**config.mk**
```make
export PLATFORM = sky130hd
export DESIGN_NAME = fpga_core
export DESIGN_NICKNAME = d
export VERILOG_FILES = /design/src/source/stream_pkg.sv /design/src/source/uart_pkg.sv /design/src/source/byte_fifo.sv /design/src/source/fpga_core.sv /design/src/source/uart_rx.sv /design/src/source/uart_tx.sv
export SDC_FILE = /design/constraint.sdc
export NUM_CORES = 1
export LEC_CHECK = 0
export BUFFER_PORTS_ARGS = -buffer_cell sky130_fd_sc_hd__buf_2
export CAP_MARGIN = 20
export CORE_MARGIN = 1.5
export CORE_UTILIZATION = 45
export CTS_BUF_LIST = sky130_fd_sc_hd__clkbuf_8
export CTS_CLUSTER_DIAMETER = 50
export DETAILED_ROUTE_END_ITERATION = 16
export SLEW_MARGIN = 20
export SYNTH_ARGS = -nofsm -noshare
export SYNTH_HDL_FRONTEND = slang
export SYNTH_SLANG_ARGS = --single-unit
```
**constraint.sdc**
```tcl
create_clock -name clk_125mhz -period 3.1 [get_ports clk_125mhz]
set_input_delay 0.31 -clock clk_125mhz [delete_from_list [all_inputs] [get_ports clk_125mhz]]
set_output_delay 0.31 -clock clk_125mhz [all_outputs]
set_load 0.05 [all_outputs]
```
**src/source/stream_pkg.sv**
```systemverilog
// Byte stream types shared by every block on the valid/ready echo path
package stream_pkg;

    // One data byte on the stream
    typedef logic [7:0] byte_t;

    // Pointer width for a FIFO of the given depth, one bit above the address
    // so that full and empty can be told apart
    function automatic int cnt_w(input int depth);
        return $clog2(depth) + 1;
    endfunction

endpackage

```
**src/source/uart_pkg.sv**
```systemverilog
// Serial line types and constants shared by the UART receiver and transmitter
package uart_pkg;

    // Ticks per bit time, fixed by the design
    localparam int OVERSAMPLE = 8;

    // Clock cycles per tick, one eighth of a bit time
    typedef logic [15:0] prescale_t;

    // Index over start, data and stop bits
    typedef logic [3:0] bit_cnt_t;

    // Receiver FSM
    typedef enum logic [1:0] {
        rx_idle,
        rx_start,
        rx_data,
        rx_stop
    } rx_state_t;

    // Transmitter FSM
    typedef enum logic [1:0] {
        tx_idle,
        tx_start,
        tx_data,
        tx_stop
    } tx_state_t;

endpackage

```
**src/source/byte_fifo.sv**
```systemverilog
// Byte FIFO between the UART receiver and transmitter, valid/ready on both sides
`timescale 1ns/1ps

module byte_fifo #(
    parameter int FIFO_DEPTH = 16
) (
    input  wire logic         clk_125mhz,
    input  wire logic         arst_n,
    input  stream_pkg::byte_t in_data,
    input  wire logic         in_valid,
    output logic              in_ready,
    output stream_pkg::byte_t out_data,
    output logic              out_valid,
    input  wire logic         out_ready
);

    localparam int AW = $clog2(FIFO_DEPTH);
    localparam int PW = stream_pkg::cnt_w(FIFO_DEPTH);

    stream_pkg::byte_t mem [FIFO_DEPTH];
    logic [PW-1:0]     wr_ptr;
    logic [PW-1:0]     rd_ptr;
    logic              full;
    logic              empty;
    logic              wr_en;
    logic              rd_en;

    // Same address, opposite wrap bit means full
    assign full  = (wr_ptr[AW] != rd_ptr[AW]) && (wr_ptr[AW-1:0] == rd_ptr[AW-1:0]);
    assign empty = (wr_ptr == rd_ptr);

    assign in_ready  = !full;
    assign out_valid = !empty;
    assign out_data  = mem[rd_ptr[AW-1:0]];

    assign wr_en = in_valid && in_ready;
    assign rd_en = out_valid && out_ready;

    always_ff @(posedge clk_125mhz) begin
        if (wr_en) begin
            mem[wr_ptr[AW-1:0]] <= in_data;
        end
    end

    always_ff @(posedge clk_125mhz or negedge arst_n) begin
        if (!arst_n) begin
            wr_ptr <= '0;
            rd_ptr <= '0;
        end else begin
            if (wr_en) begin
                wr_ptr <= wr_ptr + 1'b1;
            end
            if (rd_en) begin
                rd_ptr <= rd_ptr + 1'b1;
            end
        end
    end

    // No write while full
    a_no_write_full: assert property (@(posedge clk_125mhz) disable iff (!arst_n)
        full |=> wr_ptr == $past(wr_ptr));

    // No read while empty
    a_no_read_empty: assert property (@(posedge clk_125mhz) disable iff (!arst_n)
        empty |=> rd_ptr == $past(rd_ptr));

endmodule

```
**src/source/fpga_core.sv**
```systemverilog
// Board core logic, echoes the serial line through a FIFO and mirrors switches to LEDs
`timescale 1ns/1ps

module fpga_core #(
    // Cycles per tick, 125 MHz / 115200 baud / 8
    parameter uart_pkg::prescale_t PRESCALE   = 16'd135,
    parameter int                  FIFO_DEPTH = 16
) (
    input  wire logic       clk_125mhz,
    input  wire logic       arst_n,

    input  wire logic [7:0] sw,
    output logic [7:0]      led,

    // UART 8N1
    input  wire logic       uart_rxd,
    output wire logic       uart_txd,
    input  wire logic       uart_rts,

    output wire logic       rx_frame_error,
    output wire logic       rx_overrun_error
);

    stream_pkg::byte_t rx_data;
    logic              rx_valid;
    logic              rx_ready;
    stream_pkg::byte_t tx_data;
    logic              tx_valid;
    logic              tx_ready;

    always_ff @(posedge clk_125mhz or negedge arst_n) begin
        if (!arst_n) begin
            led <= '0;
        end else begin
            led <= sw;
        end
    end

    uart_rx #(
        .PRESCALE(PRESCALE)
    ) uart_rx_inst (
        .clk_125mhz(clk_125mhz),
        .arst_n(arst_n),
        .rxd(uart_rxd),
        .data(rx_data),
        .valid(rx_valid),
        .ready(rx_ready),
        .frame_error(rx_frame_error),
        .overrun_error(rx_overrun_error)
    );

    byte_fifo #(
        .FIFO_DEPTH(FIFO_DEPTH)
    ) byte_fifo_inst (
        .clk_125mhz(clk_125mhz),
        .arst_n(arst_n),
        .in_data(rx_data),
        .in_valid(rx_valid),
        .in_ready(rx_ready),
        .out_data(tx_data),
        .out_valid(tx_valid),
        .out_ready(tx_ready)
    );

    // Host raises RTS to hold off the echo
    uart_tx #(
        .PRESCALE(PRESCALE)
    ) uart_tx_inst (
        .clk_125mhz(clk_125mhz),
        .arst_n(arst_n),
        .data(tx_data),
        .valid(tx_valid),
        .ready(tx_ready),
        .pause(uart_rts),
        .txd(uart_txd)
    );

endmodule

```
**src/source/uart_rx.sv**
```systemverilog
// 8N1 UART receiver with 8x oversampling, feeds the byte stream and flags line errors
`timescale 1ns/1ps

module uart_rx #(
    parameter uart_pkg::prescale_t PRESCALE = 16'd135
) (
    input  wire logic         clk_125mhz,
    input  wire logic         arst_n,
    input  wire logic         rxd,
    output stream_pkg::byte_t data,
    output logic              valid,
    input  wire logic         ready,
    output logic              frame_error,
    output logic              overrun_error
);

    localparam int TICK_W = $clog2(uart_pkg::OVERSAMPLE);

    uart_pkg::rx_state_t state;
    uart_pkg::prescale_t presc_cnt;
    logic [TICK_W-1:0]   tick_cnt;
    uart_pkg::bit_cnt_t  bit_cnt;
    stream_pkg::byte_t   shreg;
    logic [1:0]          rxd_sync;
    logic                rxd_prev;
    logic                tick;
    logic                mid_bit;
    logic                stop_ok;
    logic                stop_bad;
    logic                load;

    assign tick = (presc_cnt == '0);

    // Start bit is checked half a bit in, later bits a full bit after that
    always_comb begin
        if (state == uart_pkg::rx_start) begin
            mid_bit = tick && (tick_cnt == TICK_W'(uart_pkg::OVERSAMPLE / 2 - 1));
        end else begin
            mid_bit = tick && (tick_cnt == TICK_W'(uart_pkg::OVERSAMPLE - 1));
        end
    end

    assign stop_ok  = (state == uart_pkg::rx_stop) && mid_bit && rxd_sync[1];
    assign stop_bad = (state == uart_pkg::rx_stop) && mid_bit && !rxd_sync[1];
    // Output register is free, or emptied in this very cycle
    assign load     = stop_ok && (!valid || ready);

    always_ff @(posedge clk_125mhz or negedge arst_n) begin
        if (!arst_n) begin
            rxd_sync  <= 2'b11;
            rxd_prev  <= 1'b1;
            state     <= uart_pkg::rx_idle;
            presc_cnt <= '0;
            tick_cnt  <= '0;
            bit_cnt   <= '0;
        end else begin
            rxd_sync <= {rxd_sync[0], rxd};
            rxd_prev <= rxd_sync[1];

            if (tick) begin
                presc_cnt <= PRESCALE - 16'd1;
                tick_cnt  <= tick_cnt + 1'b1;
            end else begin
                presc_cnt <= presc_cnt - 16'd1;
            end

            case (state)
                uart_pkg::rx_idle: begin
                    // Falling edge marks a start bit
                    if (rxd_prev && !rxd_sync[1]) begin
                        state     <= uart_pkg::rx_start;
                        presc_cnt <= PRESCALE - 16'd1;
                        tick_cnt  <= '0;
                    end
                end
                uart_pkg::rx_start: begin
                    if (mid_bit) begin
                        if (!rxd_sync[1]) begin
                            state    <= uart_pkg::rx_data;
                            tick_cnt <= '0;
                            bit_cnt  <= '0;
                        end else begin
                            // Glitch, not a real start bit
                            state <= uart_pkg::rx_idle;
                        end
                    end
                end
                uart_pkg::rx_data: begin
                    if (mid_bit) begin
                        bit_cnt <= bit_cnt + 1'b1;
                        if (bit_cnt == 4'd7) begin
                            state <= uart_pkg::rx_stop;
                        end
                    end
                end
                default: begin
                    if (mid_bit) begin
                        state <= uart_pkg::rx_idle;
                    end
                end
            endcase
        end
    end

    // LSB arrives first
    always_ff @(posedge clk_125mhz) begin
        if (state == uart_pkg::rx_data && mid_bit) begin
            shreg <= {rxd_sync[1], shreg[7:1]};
        end
        if (load) begin
            data <= shreg;
        end
    end

    always_ff @(posedge clk_125mhz or negedge arst_n) begin
        if (!arst_n) begin
            valid         <= 1'b0;
            frame_error   <= 1'b0;
            overrun_error <= 1'b0;
        end else begin
            frame_error   <= stop_bad;
            overrun_error <= stop_ok && valid && !ready;
            if (load) begin
                valid <= 1'b1;
            end else if (ready) begin
                valid <= 1'b0;
            end
        end
    end

    // Byte stays put until the FIFO takes it
    a_valid_hold: assert property (@(posedge clk_125mhz) disable iff (!arst_n)
        valid && !ready |=> valid && $stable(data));

    // Bad stop bit never yields a byte
    a_frame_no_byte: assert property (@(posedge clk_125mhz) disable iff (!arst_n)
        !(frame_error && $rose(valid)));

endmodule

```
**src/source/uart_tx.sv**
```systemverilog
// 8N1 UART transmitter, drains the byte stream and holds off while the host pauses
`timescale 1ns/1ps

module uart_tx #(
    parameter uart_pkg::prescale_t PRESCALE = 16'd135
) (
    input  wire logic         clk_125mhz,
    input  wire logic         arst_n,
    input  stream_pkg::byte_t data,
    input  wire logic         valid,
    output logic              ready,
    input  wire logic         pause,
    output logic              txd
);

    localparam int TICK_W = $clog2(uart_pkg::OVERSAMPLE);

    uart_pkg::tx_state_t state;
    uart_pkg::prescale_t presc_cnt;
    logic [TICK_W-1:0]   tick_cnt;
    uart_pkg::bit_cnt_t  bit_cnt;
    stream_pkg::byte_t   shreg;
    logic                tick;
    logic                bit_end;
    logic                accept;

    // Pause only matters between frames
    assign ready   = (state == uart_pkg::tx_idle) && !pause;
    assign accept  = valid && ready;
    assign tick    = (presc_cnt == '0);
    assign bit_end = tick && (tick_cnt == TICK_W'(uart_pkg::OVERSAMPLE - 1));

    always_ff @(posedge clk_125mhz or negedge arst_n) begin
        if (!arst_n) begin
            state     <= uart_pkg::tx_idle;
            txd       <= 1'b1;
            presc_cnt <= '0;
            tick_cnt  <= '0;
            bit_cnt   <= '0;
        end else begin
            if (tick) begin
                presc_cnt <= PRESCALE - 16'd1;
                tick_cnt  <= tick_cnt + 1'b1;
            end else begin
                presc_cnt <= presc_cnt - 16'd1;
            end

            case (state)
                uart_pkg::tx_idle: begin
                    if (accept) begin
                        state     <= uart_pkg::tx_start;
                        txd       <= 1'b0;
                        presc_cnt <= PRESCALE - 16'd1;
                        tick_cnt  <= '0;
                    end
                end
                uart_pkg::tx_start: begin
                    if (bit_end) begin
                        state   <= uart_pkg::tx_data;
                        txd     <= shreg[0];
                        bit_cnt <= '0;
                    end
                end
                uart_pkg::tx_data: begin
                    if (bit_end) begin
                        if (bit_cnt == 4'd7) begin
                            state <= uart_pkg::tx_stop;
                            txd   <= 1'b1;
                        end else begin
                            txd     <= shreg[0];
                            bit_cnt <= bit_cnt + 1'b1;
                        end
                    end
                end
                default: begin
                    if (bit_end) begin
                        state <= uart_pkg::tx_idle;
                    end
                end
            endcase
        end
    end

    // Next data bit always sits in bit 0
    always_ff @(posedge clk_125mhz) begin
        if (accept) begin
            shreg <= data;
        end else if (bit_end && (state == uart_pkg::tx_start || state == uart_pkg::tx_data)) begin
            shreg <= shreg >> 1;
        end
    end

    // Line idles high between frames
    a_idle_high: assert property (@(posedge clk_125mhz) disable iff (!arst_n)
        state == uart_pkg::tx_idle |-> txd);

endmodule
```
==> results of run 1 <==
-- synthesized netlist by cell type, types with 2 or more instances --
| library cell | instances | area (um2) |
|---|---|---|
| mux2_1 | 2 | 22.5 |
| mux2i_1 | 15 | 150 |
| o22ai_1 | 2 | 12.5 |
| xnor2_1 | 31 | 272 |
| mux4_2 | 26 | 586 |
| o21ai_0 | 5 | 25.0 |
| dfrtp_1 | 71 | 1780 |
| a31oi_1 | 2 | 12.5 |
| and3_1 | 3 | 18.8 |
| nor4_2 | 2 | 25.0 |
| nand3_1 | 8 | 40.0 |
| and4_1 | 2 | 17.5 |
| nor2_1 | 67 | 251 |
| or3_1 | 2 | 12.5 |
| nor2b_1 | 4 | 25.0 |
| nand2_1 | 29 | 109 |
| dfstp_2 | 4 | 105 |
| a22o_1 | 4 | 35.0 |
| nand2b_1 | 6 | 37.5 |
| nor3_1 | 15 | 75.1 |
| and2_1 | 3 | 18.8 |
| or2_2 | 2 | 12.5 |
| nand3b_1 | 2 | 15.0 |
| ha_1 | 15 | 188 |
| nand4b_1 | 4 | 35.0 |
| nor4_1 | 5 | 31.3 |
| a21o_1 | 8 | 60.1 |
| o31ai_1 | 2 | 15.0 |
| o21ai_1 | 6 | 30.0 |
| clkbuf_1 | 8 | 30.0 |
| xor2_1 | 12 | 105 |
| edfxtp_1 | 152 | 4560 |
| a221oi_1 | 7 | 61.3 |
| a21oi_1 | 16 | 80.1 |
| nand4_1 | 5 | 31.3 |
| nor3b_2 | 2 | 25.0 |
| buf_4 | 8 | 60.1 |
| inv_1 | 15 | 56.3 |
| nor4_4 | 3 | 63.8 |
| a41oi_1 | 2 | 17.5 |
| a222oi_1 | 6 | 60.1 |
| buf_2 | 7 | 35.0 |
-- sequential cells by signal (all words and copies together) (netlist names) --
register	flops
uart_rx_inst.rxd_prev	1
uart_rx_inst.shreg	8
uart_tx_inst.bit_cnt	4
uart_rx_inst.overrun_error	1
byte_fifo_inst.mem	128
uart_tx_inst.txd	1
uart_rx_inst.presc_cnt	16
uart_rx_inst.data	8
uart_tx_inst.state	2
uart_rx_inst.tick_cnt	3
uart_tx_inst.tick_cnt	3
uart_rx_inst.state	2
byte_fifo_inst.wr_ptr	5
led	8
uart_rx_inst.rxd_sync	2
uart_rx_inst.frame_error	1
uart_rx_inst.valid	1
byte_fifo_inst.rd_ptr	5
uart_rx_inst.bit_cnt	4
uart_tx_inst.shreg	8
uart_tx_inst.presc_cnt	16
-- kinds of logic after synthesis --
group                      share of synthesized area
DFF                                            0.685
adders and majority gates                     0.0199
and+or+nand+nor                                0.101
buffers and inverters                         0.0205
muxes                                         0.0818
AOI/OAI and AO/OA                             0.0515
xor gates and xnor gates                      0.0400
-- through the flow --
stage / hold slack, ns / utilization
finish: 0.153 / 0.522
global route: 0.146 / 0.522
CTS: 0.115 / 0.522
detailed placement: 0.348 / 0.482
global placement: 0.349 / 0.482
floorplan: 0.0144 / -
-- power breakdown --
group	internal [mW]	total, mW	switching [mW]
clock network	1.34	2.46	1.12
logic	0.795	1.68	0.882
registers	3.44	3.69	0.245
total	5.57	7.82	2.25
-- path summary, 6_finish.rpt --
path	slack (ns)	endpoint	from	depth (start not counted)
min in group asynchronous	0.47	uart_tx_inst.tick_cnt[1]	arst_n	2
setup reg to reg	0.49	byte_fifo_inst.mem[11][1]	byte_fifo_inst.wr_ptr[2]	5
setup / recovery	0.49	byte_fifo_inst.mem[11][1]	byte_fifo_inst.wr_ptr[2]	5
max in group asynchronous	1.92	byte_fifo_inst.rd_ptr[0]	arst_n	2
hold reg to reg	0.35	uart_rx_inst.rxd_sync[1]	uart_rx_inst.rxd_sync[0]	0
hold / removal	0.15	uart_tx_inst.tick_cnt[0]	uart_rts	3
-- final cells by class --
cell class	instances	area, um2	share of cell area
Tap cell	270	338	0.0318
Clock inverter	23	87.6	0.00824
Clock buffer	46	633	0.0595
Sequential cell	227	6450	0.606
Timing Repair Buffer	43	295	0.0278
Inverter	15	56.3	0.00529
Multi-Input combinational cell	344	2780	0.261
-- critical path, cell delays in order (launching register included) --
cell	delay, ns
dfrtp_1	0.57
xor2_1	0.32
nor4_4	0.07
a21boi_2	0.36
nand2_1	0.20
nor2_1	0.71
-- layer usage --
metal / GRT usage / vias to the layer above / part of all wire
met5: 0 / - / 0
met4: 0.0595 / 0 / 0.022
met3: 0.0410 / 31 / 0.047
met2: 0.275 / 104 / 0.48
met1: 0.240 / 2689 / 0.45
li1: - / 2420 / -
-- timing repair --
action | in CTS | in global routing
setup buffers | 0 | 0
hold buffers | 10 | 0
hold endpoints to repair | 80 | 0
endpoints found under the setup margin | 0 | 0
==> impl_metrics.py, run 1 <==
metrics = {
    "cts": {
        "cts_buffers": 38,
        "clk_pin_slew_ns": 0.06,
        "cts.sinks": 227,
        "cts_root_buf": "clkbuf_8",
        "clkLatencyLatePin_ns": 0.53,
        "cts_resized": 0,
        "cts_tree": "yes",
        "htreeDepth": 2,
        "clockBufferDepth": 3,
    },
    "grt": {
        "gr-total-overflow": 0,
        "grt_pass1_wl_mm": 29.3,
        "grt_max_degree": 76,
        "grt_pass1_vias": 5493,
        "antenna_found_initial": 0,
        "grtUsageTotal": 0.175,
    },
    "layout": {
        "drive_gt1_frac": 0.186,
        "layoutNonFillerInstCount": 968,
        "final_common_cell": "edfxtp_1",
        "finish.instance_area_um2": 10600,
        "fill_cells": 1659,
        "nets": 696,
        "syn_to_final_growth_pct": 13.0,
        "layout_common_cells": "edfxtp_1, dfrtp_1, nor2_1, clkbuf_8, inv_1",
        "insertedDiodeCount": 0,
    },
    "worst_setup_path": {
        "startpoint_type": "register",
        "cp-end-kind": "register",
        "cp_max_fo": 11,
        "crit_type": "register to register",
        "crit_arrival_ns": 2.75,
        "worst_ep_required_time_ns": 3.24,
    },
    "power_and_ir_drop": {
        "p_leak_nw": 4.02,
        "fin_total_pwr_mw": 7.82,
        "vdd_drop_max_mv": 0.411,
        "p_per_area_nw_per_um2": 736,
    },
    "job": {
        "cap_violations": 0,
    },
    "floorplanning": {
        "row_count": 52,
        "die_width_um": 148,
        "pin_count": 23,
        "core_area_um2": 20400,
        "dieArea_um2": 21800,
        "die_h_um": 148,
        "initial_utilization": 0.462,
    },
    "route": {
        "ant_nets": 0,
        "drcViolationCount": 0,
        "dr.pass1.iters": 4,
        "viasPerCell": 5.42,
        "drt_iter0_drc": 355,
        "totalWireLength_mm": 18.2,
        "num_vias": 5244,
        "wire_per_inst_um": 18.8,
    },
    "yosys": {
        "syn_inst": 610,
        "synth-main-ff-cell": "edfxtp_1",
        "synth_edf_count": 152,
        "ys_types": 62,
        "ys_async_sr_fraction": 0.330,
        "ys_seq_area_frac": 0.685,
        "yosys_warnings": 0,
        "synthesis.area_um2": 9410,
        "avgSynthCellArea_um2": 15.4,
        "ys_seq_elements": 227,
        "synth_nets": 637,
    },
    "placement": {
        "post-place-ws_ns": 0.491,
        "place_inst": 889,
        "hpwl_mm": 11.4,
        "gp_congestion": 0.795,
        "port_buffers": 22,
        "placed_cell_area_um2": 9810,
    },
    "min_path": {
        "hp-class": "input port to register",
    },
    "sta": {
        "slew_headroom": 0.360,
        "setup_viol": 0,
        "postLayoutSetupSlackWorst_ns": 0.489,
        "final-max-slew-violation-count": 0,
        "worst_pin_slew_ns": 0.959,
        "finClkSkew_ns": 0.0310,
        "fin_tns_setup_ns": 0,
        "fin_crit_ns": 2.61,
        "max_freq_ghz": 0.383,
        "hold_viol": 0,
        "rsz0062_at_grt": "no",
        "post-route-period-util": 0.842,
    },
    "run_status": {
        "status": "complete, no violations",
    },
}
Power figures use the tool's default switching activity.
==> run 2: changes to the inputs <==
==> constraint.sdc (replaced) <==
create_clock -name clk_125mhz -period 2.5 [get_ports clk_125mhz]
set_input_delay 0.25 -clock clk_125mhz [delete_from_list [all_inputs] [get_ports clk_125mhz]]
set_output_delay 0.25 -clock clk_125mhz [all_outputs]
set_load 0.05 [all_outputs]
==> impl_metrics.py, run 2 (synthesized netlist as in run 1, its figures left out) <==
metrics = {
    "worst_setup_path": {
        "path_cells": "or4_4 > nor4_4 > and4_2 > and2_1",
        "cp_top_family": "simple AND/OR/NAND/NOR gates",
        "path_buf_inv": 0,
        "crit_arrival_ns": 2.43,
        "worst_path_max_delay_cell": "or4_4",
        "cp_max_fo": 10,
        "crit_type": "register to register",
        "slowest_delay_ns": 0.56,
        "startpoint_type": "register",
        "cp-end-kind": "register",
        "worst_ep_required_time_ns": 2.67,
    },
    "floorplanning": {
        "row_count": 52,
        "core_area_um2": 20400,
        "die_width_um": 148,
        "pin_count": 23,
        "initial_utilization": 0.462,
        "dieArea_um2": 21800,
        "die_h_um": 148,
    },
    "route": {
        "ant_nets": 0,
        "dr.pass1.iters": 5,
        "drcViolationCount": 0,
        "viasPerCell": 5.36,
        "num_vias": 5303,
        "totalWireLength_mm": 18.2,
        "drt_iter0_drc": 373,
        "wire_per_inst_um": 18.4,
    },
    "layout": {
        "largest_reg_flops": 128,
        "fill_cells": 1676,
        "nets": 715,
        "layout_common_cells": "edfxtp_1, dfrtp_1, nor2_1, clkbuf_8, xnor2_1",
        "syn_to_final_growth_pct": 15.6,
        "drive_gt1_frac": 0.213,
        "final_common_cell": "edfxtp_1",
        "insertedDiodeCount": 0,
        "fin_util": 0.534,
    },
    "sta": {
        "fin_tns_setup_ns": 0,
        "rsz0062_at_grt": "no",
        "fin_crit_ns": 2.26,
        "hold_viol": 0,
        "slew_headroom": 0.422,
        "max_freq_ghz": 0.442,
        "setup_viol": 0,
        "finClkSkew_ns": 0.0299,
        "final-max-slew-violation-count": 0,
        "worst_pin_slew_ns": 0.855,
        "post-route-period-util": 0.904,
    },
    "cts": {
        "cts.sinks": 227,
        "clk_pin_slew_ns": 0.06,
        "clockBufferDepth": 3,
        "cts_buffers": 39,
        "post_cts_buffers": 0,
        "hold_buffers": 10,
        "cts_resized": 0,
        "cts_tree": "yes",
        "htreeDepth": 2,
        "clkLatencyLatePin_ns": 0.53,
        "cts_root_buf": "clkbuf_8",
    },
    "power_and_ir_drop": {
        "vdd_drop_max_mv": 0.395,
        "p_leak_nw": 4.14,
        "p_per_area_nw_per_um2": 924,
    },
    "grt": {
        "antenna_found_initial": 0,
        "grt_pass1_vias": 5457,
        "grtUsageTotal": 0.175,
        "grt_max_degree": 71,
        "gr-total-overflow": 0,
        "grt_pass1_wl_mm": 29.4,
    },
    "run_status": {
        "status": "complete, no violations",
    },
    "job": {
        "cap_violations": 0,
    },
    "min_path": {
        "hp-class": "input port to async pin",
    },
    "placement": {
        "hpwl_mm": 11.6,
        "port_buffers": 22,
        "gp_congestion": 0.806,
    },
}
## run 2: cell types whose count changed in the layout (fill, tap and decap cells not counted), sizes merged
cell,before,now
clkbuf,46,45
clkinvlp,0,1
buf,33,51
clkinv,5,11
inv,33,28
bufinv,0,2
## run 2: metrics by stage
stage	setup WS, ns	instances	total power [mW]	hold slack (ns)	area (um2)
CTS	0.208	989	10.2	0.0612	10900
global route	0.111	989	10.6	0.0775	10900
finish	0.239	989	10.0	0.0891	10900
global placement	0.294	907	6.74	0.0730	9990
floorplan	0.176	610	6.26	-0.0456	9410
detailed placement	0.219	907	6.81	0.0689	9990
## run 2: power breakdown
part           switching (mW)  leakage [nW]  total [mW]  internal (mW)
logic                    1.03          1.38        2.10           1.06
clock network            1.47         0.445        3.32           1.86
registers               0.357          2.32        4.63           4.27
total                    2.86          4.14        10.0           7.19
## run 2: per-layer routing
layer  global-route usage  wire length (um)
met3               0.0377               873
met5                    0                 0
met4               0.0585               344
met1                0.247              8310
met2                0.274              8700
## run 2: cell type report
class	instances	area, um2	share of cell area
multi-input combinational	344	2780	0.255
inverter	15	56.3	0.00518
clock inverter	27	166	0.0153
clock buffer	45	619	0.0570
timing repair buffer	61	468	0.0430
sequential	227	6450	0.593
tap	270	338	0.0311
## run 2: final timing paths
path | slack [ns] | depth (start not counted) | end | start
max | 0.24 | 4 | uart_rx_inst.shreg[7] | uart_rx_inst.presc_cnt[10]
min | 0.09 | 2 | uart_tx_inst.bit_cnt[3] | arst_n
max reg2reg | 0.24 | 4 | uart_rx_inst.shreg[7] | uart_rx_inst.presc_cnt[10]
min reg2reg | 0.36 | 0 | uart_rx_inst.rxd_sync[1] | uart_rx_inst.rxd_sync[0]
max in group asynchronous | 1.80 | 3 | uart_rx_inst.rxd_sync[1] | arst_n
min in group clk_125mhz | 0.15 | 4 | uart_tx_inst.txd | uart_rts
